### src/source/display_pkg.sv
/*
 * display package
 * raster size defaults, sync pulse length and the palette
 * index type shared by the scan path
 */

package display_pkg;

    //////////////////////////////////////////////////
    // raster defaults
    //////////////////////////////////////////////////

    // active area in pixels and lines
    localparam int default_h_active = 16;
    localparam int default_v_active = 8;

    // totals include blanking
    localparam int default_h_total = 20;
    localparam int default_v_total = 10;

    // hsync length in pixels, vsync length in lines
    localparam int sync_width = 2;

    //////////////////////////////////////////////////
    // pixel data
    //////////////////////////////////////////////////

    // one entry of the sixteen-color palette
    typedef logic [3:0] pixel_index_t;

endpackage

### src/source/color_pkg.sv
/*
 * color package
 * packed 4/3/3 YUV color word and the sixteen default
 * palette colors loaded on reset
 */

package color_pkg;

    localparam int color_width = 10;

    // y in the top four bits, then cb and cr
    typedef struct packed {
        logic [3:0] y;
        logic [2:0] cb;
        logic [2:0] cr;
    } yuv_color_t;

    //////////////////////////////////////////////////
    // default colors
    //////////////////////////////////////////////////

    // entry 0, also shown on palette write cycles
    localparam yuv_color_t void_color  = '{4'b0000, 3'b100, 3'b100};
    localparam yuv_color_t grey        = '{4'b1001, 3'b100, 3'b100};
    localparam yuv_color_t white       = '{4'b1111, 3'b011, 3'b011};
    localparam yuv_color_t red         = '{4'b0101, 3'b011, 3'b110};
    localparam yuv_color_t pink        = '{4'b1001, 3'b011, 3'b101};
    localparam yuv_color_t dark_brown  = '{4'b0011, 3'b011, 3'b100};
    localparam yuv_color_t brown       = '{4'b0110, 3'b010, 3'b101};
    localparam yuv_color_t orange      = '{4'b1001, 3'b010, 3'b101};
    localparam yuv_color_t yellow      = '{4'b1101, 3'b010, 3'b100};
    localparam yuv_color_t dark_green  = '{4'b0100, 3'b100, 3'b011};
    localparam yuv_color_t green       = '{4'b0110, 3'b010, 3'b011};
    localparam yuv_color_t light_green = '{4'b1010, 3'b001, 3'b011};
    localparam yuv_color_t night_blue  = '{4'b0010, 3'b100, 3'b011};
    localparam yuv_color_t sea_blue    = '{4'b0100, 3'b101, 3'b010};
    localparam yuv_color_t sky_blue    = '{4'b1000, 3'b101, 3'b010};
    localparam yuv_color_t cloud_blue  = '{4'b1101, 3'b100, 3'b011};

    // indexed by palette entry
    localparam yuv_color_t default_palette [16] = '{
        void_color, grey, white, red,
        pink, dark_brown, brown, orange,
        yellow, dark_green, green, light_green,
        night_blue, sea_blue, sky_blue, cloud_blue
    };

endpackage

### src/source/pixel_stream_if.sv
/*
 * pixel stream
 * one pixel per cycle between pipeline stages, either as a
 * palette index or as a packed color, with its timing bits
 */

`timescale 1ns/1ns

interface pixel_stream_if;

    display_pkg::pixel_index_t index;
    color_pkg::yuv_color_t     color;

    // timing travels with the pixel
    logic active;
    logic hsync;
    logic vsync;

    modport index_source (output index, output active, output hsync, output vsync);
    modport index_sink   (input index, input active, input hsync, input vsync);

    modport color_source (output color, output active, output hsync, output vsync);
    modport color_sink   (input color, input active, input hsync, input vsync);

endinterface

### src/source/raster_timing.sv
/*
 * raster timing generator
 * scans the frame one pixel per cycle and produces registered
 * active, hsync, vsync and the row-major buffer read address
 */

`timescale 1ns/1ns

module raster_timing #(
    parameter int h_active = display_pkg::default_h_active,
    parameter int h_total  = display_pkg::default_h_total,
    parameter int v_active = display_pkg::default_v_active,
    parameter int v_total  = display_pkg::default_v_total
) (
    input  logic clock_in,
    input  logic reset_n_in,
    output logic [$clog2(h_active * v_active)-1:0] read_address,
    output logic active,
    output logic hsync,
    output logic vsync
);

    localparam int h_width       = $clog2(h_total);
    localparam int v_width       = $clog2(v_total);
    localparam int frame_pixels  = h_active * v_active;
    localparam int address_width = $clog2(frame_pixels);

    logic [h_width-1:0]       h_count;
    logic [v_width-1:0]       v_count;
    logic [address_width-1:0] pixel_count;
    logic h_wrap;
    logic v_wrap;
    logic in_active;
    logic in_hsync;
    logic in_vsync;

    assign h_wrap = (int'(h_count) == h_total - 1);
    assign v_wrap = (int'(v_count) == v_total - 1);

    // decode of the current counter position
    assign in_active = (int'(h_count) < h_active) && (int'(v_count) < v_active);
    assign in_hsync  = (int'(h_count) >= h_active) &&
                       (int'(h_count) < h_active + display_pkg::sync_width);
    assign in_vsync  = (int'(v_count) >= v_active) &&
                       (int'(v_count) < v_active + display_pkg::sync_width);

    //////////////////////////////////////////////////
    // counters
    //////////////////////////////////////////////////

    always_ff @(posedge clock_in) begin
        if (!reset_n_in) begin
            h_count <= '0;
            v_count <= '0;
        end else if (h_wrap) begin
            h_count <= '0;
            v_count <= v_wrap ? '0 : v_count + 1'b1;
        end else begin
            h_count <= h_count + 1'b1;
        end
    end

    //////////////////////////////////////////////////
    // registered outputs
    //////////////////////////////////////////////////

    always_ff @(posedge clock_in) begin
        if (!reset_n_in) begin
            read_address <= '0;
            pixel_count  <= '0;
            active       <= 1'b0;
            hsync        <= 1'b0;
            vsync        <= 1'b0;
        end else begin
            active <= in_active;
            hsync  <= in_hsync;
            vsync  <= in_vsync;
            if (in_active) begin
                read_address <= pixel_count;
                // last active pixel restarts the address for the next frame
                if (int'(pixel_count) == frame_pixels - 1) begin
                    pixel_count <= '0;
                end else begin
                    pixel_count <= pixel_count + 1'b1;
                end
            end
        end
    end

endmodule

### src/source/index_buffer.sv
/*
 * index buffer
 * one palette index per pixel, written by the host and read by
 * the scan in raster order with one cycle of latency
 */

`timescale 1ns/1ns

module index_buffer #(
    parameter int depth = display_pkg::default_h_active * display_pkg::default_v_active
) (
    input  logic clock_in,
    input  logic [$clog2(depth)-1:0] read_address,
    input  logic active,
    input  logic hsync,
    input  logic vsync,
    input  logic write_enable,
    input  logic [$clog2(depth)-1:0] write_address,
    input  display_pkg::pixel_index_t write_index,
    pixel_stream_if.index_source stream
);

    display_pkg::pixel_index_t memory [depth];

    //////////////////////////////////////////////////
    // host write port
    //////////////////////////////////////////////////

    always_ff @(posedge clock_in) begin
        if (write_enable) begin
            memory[write_address] <= write_index;
        end
    end

    //////////////////////////////////////////////////
    // scan read port
    //////////////////////////////////////////////////

    // a read colliding with a write sees the old contents
    always_ff @(posedge clock_in) begin
        stream.index <= memory[read_address];
    end

    // timing bits follow the read data by the same cycle
    always_ff @(posedge clock_in) begin
        stream.active <= active;
        stream.hsync  <= hsync;
        stream.vsync  <= vsync;
    end

endmodule

### src/source/color_palette.sv
/*
 * color palette
 * sixteen-entry YUV lookup table, loaded with the default colors
 * on reset and rewritable one entry at a time by the host
 * a write cycle outputs the void color instead of the lookup
 */

`timescale 1ns/1ns

module color_palette (
    input  logic clock_in,
    input  logic reset_n_in,
    pixel_stream_if.index_sink   index_in_stream,
    pixel_stream_if.color_source color_out_stream,
    input  logic write_enable,
    input  display_pkg::pixel_index_t write_entry,
    input  color_pkg::yuv_color_t     write_color
);

    color_pkg::yuv_color_t color_table [16];

    //////////////////////////////////////////////////
    // table and color lookup
    //////////////////////////////////////////////////

    always_ff @(posedge clock_in) begin
        if (!reset_n_in) begin
            color_table            <= color_pkg::default_palette;
            color_out_stream.color <= color_pkg::void_color;
        end else if (write_enable) begin
            color_table[write_entry] <= write_color;
            // the pixel in flight is dropped to void
            color_out_stream.color   <= color_pkg::void_color;
        end else begin
            color_out_stream.color <= color_table[index_in_stream.index];
        end
    end

    //////////////////////////////////////////////////
    // timing stage
    //////////////////////////////////////////////////

    always_ff @(posedge clock_in) begin
        if (!reset_n_in) begin
            color_out_stream.active <= 1'b0;
            color_out_stream.hsync  <= 1'b0;
            color_out_stream.vsync  <= 1'b0;
        end else begin
            color_out_stream.active <= index_in_stream.active;
            color_out_stream.hsync  <= index_in_stream.hsync;
            color_out_stream.vsync  <= index_in_stream.vsync;
        end
    end

endmodule

### src/source/yuv_formatter.sv
/*
 * YUV formatter
 * widens the packed 4/3/3 color to 8-bit components by bit
 * repetition and blanks them outside the active area
 */

`timescale 1ns/1ns

module yuv_formatter (
    input  logic clock_in,
    input  logic reset_n_in,
    pixel_stream_if.color_sink stream,
    output logic [7:0] luma,
    output logic [7:0] chroma_b,
    output logic [7:0] chroma_r,
    output logic data_enable,
    output logic hsync,
    output logic vsync
);

    always_ff @(posedge clock_in) begin
        if (!reset_n_in) begin
            luma        <= '0;
            chroma_b    <= '0;
            chroma_r    <= '0;
            data_enable <= 1'b0;
            hsync       <= 1'b0;
            vsync       <= 1'b0;
        end else begin
            data_enable <= stream.active;
            hsync       <= stream.hsync;
            vsync       <= stream.vsync;
            if (stream.active) begin
                luma     <= {stream.color.y, stream.color.y};
                // top two bits refill the low places
                chroma_b <= {stream.color.cb, stream.color.cb, stream.color.cb[2:1]};
                chroma_r <= {stream.color.cr, stream.color.cr, stream.color.cr[2:1]};
            end else begin
                luma     <= '0;
                chroma_b <= '0;
                chroma_r <= '0;
            end
        end
    end

endmodule

### src/source/display_top.sv
/*
 * display top level
 * raster timing, index buffer, palette and formatter chained
 * into a four-stage pixel pipeline with host and panel ports
 */

`timescale 1ns/1ns

module display_top #(
    parameter int h_active = display_pkg::default_h_active,
    parameter int h_total  = display_pkg::default_h_total,
    parameter int v_active = display_pkg::default_v_active,
    parameter int v_total  = display_pkg::default_v_total
) (
    input  logic clock_in,
    input  logic reset_n_in,

    // host side
    input  logic buffer_write_enable,
    input  logic [$clog2(h_active * v_active)-1:0] buffer_write_address,
    input  display_pkg::pixel_index_t buffer_write_index,
    input  logic palette_write_enable,
    input  display_pkg::pixel_index_t palette_write_entry,
    input  logic [color_pkg::color_width-1:0] palette_write_color,

    // panel side
    output logic [7:0] luma,
    output logic [7:0] chroma_b,
    output logic [7:0] chroma_r,
    output logic data_enable,
    output logic hsync,
    output logic vsync
);

    logic [$clog2(h_active * v_active)-1:0] read_address;
    logic raster_active;
    logic raster_hsync;
    logic raster_vsync;

    pixel_stream_if index_stream ();
    pixel_stream_if color_stream ();

    raster_timing #(
        .h_active (h_active),
        .h_total  (h_total),
        .v_active (v_active),
        .v_total  (v_total)
    ) raster_timing_inst (
        .clock_in     (clock_in),
        .reset_n_in   (reset_n_in),
        .read_address (read_address),
        .active       (raster_active),
        .hsync        (raster_hsync),
        .vsync        (raster_vsync)
    );

    index_buffer #(
        .depth (h_active * v_active)
    ) index_buffer_inst (
        .clock_in      (clock_in),
        .read_address  (read_address),
        .active        (raster_active),
        .hsync         (raster_hsync),
        .vsync         (raster_vsync),
        .write_enable  (buffer_write_enable),
        .write_address (buffer_write_address),
        .write_index   (buffer_write_index),
        .stream        (index_stream.index_source)
    );

    color_palette color_palette_inst (
        .clock_in         (clock_in),
        .reset_n_in       (reset_n_in),
        .index_in_stream  (index_stream.index_sink),
        .color_out_stream (color_stream.color_source),
        .write_enable     (palette_write_enable),
        .write_entry      (palette_write_entry),
        .write_color      (color_pkg::yuv_color_t'(palette_write_color))
    );

    yuv_formatter yuv_formatter_inst (
        .clock_in    (clock_in),
        .reset_n_in  (reset_n_in),
        .stream      (color_stream.color_sink),
        .luma        (luma),
        .chroma_b    (chroma_b),
        .chroma_r    (chroma_r),
        .data_enable (data_enable),
        .hsync       (hsync),
        .vsync       (vsync)
    );

endmodule

### config.mk
export PLATFORM = sky130hd
export DESIGN_NAME = display_top
export DESIGN_NICKNAME = d
export VERILOG_FILES = /design/src/source/display_pkg.sv /design/src/source/color_pkg.sv /design/src/source/pixel_stream_if.sv /design/src/source/raster_timing.sv /design/src/source/index_buffer.sv /design/src/source/color_palette.sv /design/src/source/yuv_formatter.sv /design/src/source/display_top.sv
export SDC_FILE = /design/constraint.sdc
export NUM_CORES = 1
export LEC_CHECK = 0
export ABC_AREA = 1
export BUFFER_PORTS_ARGS = -buffer_cell sky130_fd_sc_hd__buf_2
export CAP_MARGIN = 20
export CORE_ASPECT_RATIO = 0.9
export CORE_UTILIZATION = 40
export CTS_BUF_LIST = sky130_fd_sc_hd__clkbuf_4 sky130_fd_sc_hd__clkbuf_8
export CTS_CLUSTER_SIZE = 25
export DETAILED_ROUTE_END_ITERATION = 12
export GPL_TIMING_DRIVEN = 0
export PLACE_DENSITY_LB_ADDON = 0.15
export SYNTH_ARGS = -nofsm -noshare
export SYNTH_HDL_FRONTEND = slang
export SYNTH_HIERARCHICAL = 1
export SYNTH_SLANG_ARGS = --single-unit
### constraint.sdc
create_clock -name clock_in -period 1.54 [get_ports clock_in]
set_input_delay 0.154 -clock clock_in [delete_from_list [all_inputs] [get_ports clock_in]]
set_output_delay 0.154 -clock clock_in [all_outputs]
set_load 0.01 [all_outputs]
==> metrics <==
Gate Count Post-Synth=3,165; remaining global-route overflow=0; DR WL/cell=22.6 um; Post-Route Utilization=48.1%; Horiz. Die Dim=294 um; Worst-Margin Slew=0.789 ns; min setup slack post-route=-0.350 ns; sequential area share after synthesis=64.2%; TritonRoute pass-1 iters=5; Max Buffers Root-to-Sink=3; highest-count cells in the layout ignoring fill and taps=nand2_1, edfxtp_1, nand3_1; # setup viols final=12; All-Layer GR Usage=25.9%; Critical Path RT=2.24 ns; hold depth=4; die height=265 um; switch share=25.1%; Synthesis Warnings=6; crit-path max FO=10; Max Slew Vio Count=0; Final period util=123%; hold path start=buffer_write_address[2]; CORE AREA=76,200 um2; first-pass GRT wire length=148,000 um; Leakage=14.2 nW; Peak VDD IR=815 uV; input/output buffers=55; failing checks=setup timing; area of the die=78,100 um2; Max Clock Skew=0.0404 ns; hpwl dp=69,900 um; Cell variety after synth=34; area occupied by multi-input gates=9710 um2; Synth-to-Final Area Change=19.1%; # DRC=0; largest net degree at the start of global routing=96; slowest CP cell=buf_2; row cnt=96; R2R Path Start=raster_timing_inst/read_address[2]; Hold Path Sink=index_buffer_inst/memory[80][3]; Clock Latency Late Sink=0.75 ns; layout cells sized above 1=18.5%; clk sinks=731; worst min path class=input port to register; worst reg2reg path depth=10; WHS=0.121 ns; Mapped Area=30,800 um2; io pins=56; share of the synthesized area in the top cell type=50.0%; Int Pwr=32.0 mW; Slew headroom=47.4%; routability cong.=0.953; Initial Util=40.4%; initial antenna violation count=1; drt total wl=102,000 um; Via-to-Cell Ratio=5.40; Seq pwr share=49.8%; critical path depth=10; Tmin final=1.89 ns; max-cap violation count=0; H-tree depth=3; Comb pwr share=9.5%; Routed Antenna Nets=0; routed via count=24.3k; status=finished, violations left; WP data arrival=2.59 ns; Clk pwr share=40.7%; Sw Pwr=10.7 mW; Design Area, Final=36,700 um2; cell with the most instances on the worst path=nand2_1; Startpoint Class=register; CP Buf/Inv Count=2; vias in the first global route=23.1k; PwrDens=1170 nW/um2; R2R setup slack=-0.35 ns; reg2reg end=index_buffer_inst/stream.index[2]; Total Nets Final=3,408; RSZ-0062 raised after global routing=true; Hold Vio Cnt, Final=0; max incr delay on CP=0.43 ns; FF/Latch Area=19,800 um2; Critical Path End Type=register; CP Class=register to register; commonest non-fill, non-tap cell in the layout=nand2_1; dpl ws=-1.08 ns; clk root buf=clkbuf_8; Synth Net Count=3,197; crit-path cells=inv_2 > buf_2 > nand3_2 > nand3_4 > nand2_4 > nand2_1 > nand3_1 > nand2_1 > nand2_1 > nand2_2; Yosys reg bits=731; Top Family by Delay on Critical Path=simple AND/OR/NAND/NOR gates; fillers=7,154; Syn Area/Cell=9.72 um2; post-synth top area cell=edfxtp_1; clock-pin transition on the worst setup and hold timing paths=0.06 ns; initial drt markers=2,867; CTS buffer count=118; DP Area=32,600 um2; Power Total=42.8 mW; top cells by area, synth=edfxtp_1, dfxtp_1, nand2_1, nand3_1, inv_1; Max Freq=0.529 GHz; CTS tree=built
## synthesized netlist by cell type
cell type and n:
inv_2 13, a21oi_1 135, nand2_1 838, o31ai_1 1, clkbuf_1 58, nor3_1 9
nor2_2 14, inv_1 210, or2_2 1, buf_4 40, nand2_4 1, nor3_2 1
nor2_1 184, xor2_1 3, clkinv_1 3, nand2_2 4, buf_8 2, o21ai_0 139
a21oi_2 2, inv_6 1, buf_1 16, nor4_1 1, buf_6 24, ha_1 3
o211ai_1 37, nand4_1 3, nor2_4 3, edfxtp_1 512, o21ai_1 1, buf_2 70
dfxtp_1 219, nand3_2 4, nand3_1 612, o21bai_1 1
## kinds of logic (layout without fill, tap and decap cells)
kind of cell,count (synthesis),in the layout,synth area share [%]
and+or+nand+nor,1675,1675,23.3
AOI/OAI and AO/OA,316,316,5.48
buffers and inverters,437,748,6.78
other,0,1,0
xor gates and xnor gates,3,3,0.0854
adders and majority gates,3,3,0.122
DFF,731,731,64.2
## through the flow
step / TNS (ns) / std cells
final: -1.63 / 4506
after global routing: -1.60 / 4506
after CTS: -1.17 / 4502
after detailed placement: -252.32 / 4261
after global placement: -928.47 / 4249
after floorplan: 0 / 3165
## how the worst max path moves through the flow
stage / start / end
after floorplan: raster_timing_inst/read_address[0] / index_buffer_inst/stream.index[1]
after global placement: buffer_write_index[3] / index_buffer_inst/memory[106][3]
after detailed placement: raster_timing_inst/read_address[3] / index_buffer_inst/stream.index[0]
after CTS: raster_timing_inst/read_address[0] / index_buffer_inst/stream.index[0]
after global routing: raster_timing_inst/read_address[0] / index_buffer_inst/stream.index[0]
final: raster_timing_inst/read_address[2] / index_buffer_inst/stream.index[2]
## cell type report
type / count / area share (%)
tap: 1029 / 3.51
antenna: 1 / 0.00683
clock inverter: 38 / 0.744
sequential: 731 / 53.9
buffer: 209 / 4.66
inverter: 227 / 2.37
clock buffer: 182 / 6.00
timing repair buffer: 92 / 2.28
multi-input combinational: 1997 / 26.5
## registers in the layout, indices dropped and copies added, names as in the netlist, 3 cells and up
| register | cells |
|---|---|
| yuv_formatter_inst/luma | 4 |
| yuv_formatter_inst/chroma_b | 3 |
| index_buffer_inst/memory | 512 |
| color_palette_inst/color_out_stream.color | 10 |
| raster_timing_inst/h_count | 5 |
| color_palette_inst/color_table | 160 |
| raster_timing_inst/pixel_count | 7 |
| raster_timing_inst/read_address | 7 |
| raster_timing_inst/v_count | 4 |
| index_buffer_inst/stream.index | 4 |
| yuv_formatter_inst/chroma_r | 3 |
## per-layer routing
layer	up-vias	global-route usage (%)	share of wire, %	wire length, um
li1	11200	-	-	-
met1	11800	36.1	43	43800
met2	1146	40.1	45	45600
met3	226	4.45	8.4	8510
met4	0	10.1	3.9	3950
met5	-	0	0	0
## tightest hold or removal path: stages
cell and delay [ns]:
buf_2 0.15, nor3_1 0.08, inv_1 0.16, nor2_1 0.14
## power groups by stage
stage	combinational [mW]	sequential [mW]	clock, mW
after global routing	4.34	21.3	18.6
after CTS	3.83	21.3	17.8
final	4.08	21.3	17.4
after detailed placement	3.55	21.7	0
after global placement	3.46	21.7	0
after floorplan	1.97	21.7	0
## timing repair
action                     in CTS  in global routing
cloned                          0                  3
pin swaps                      21                 23
setup buffers                   0                  1
hold buffers                   22                  0
resized for setup             223                139
setup endpoints to repair      25                106
hold endpoints to repair      273                  0
Power figures use the tool's default switching activity.
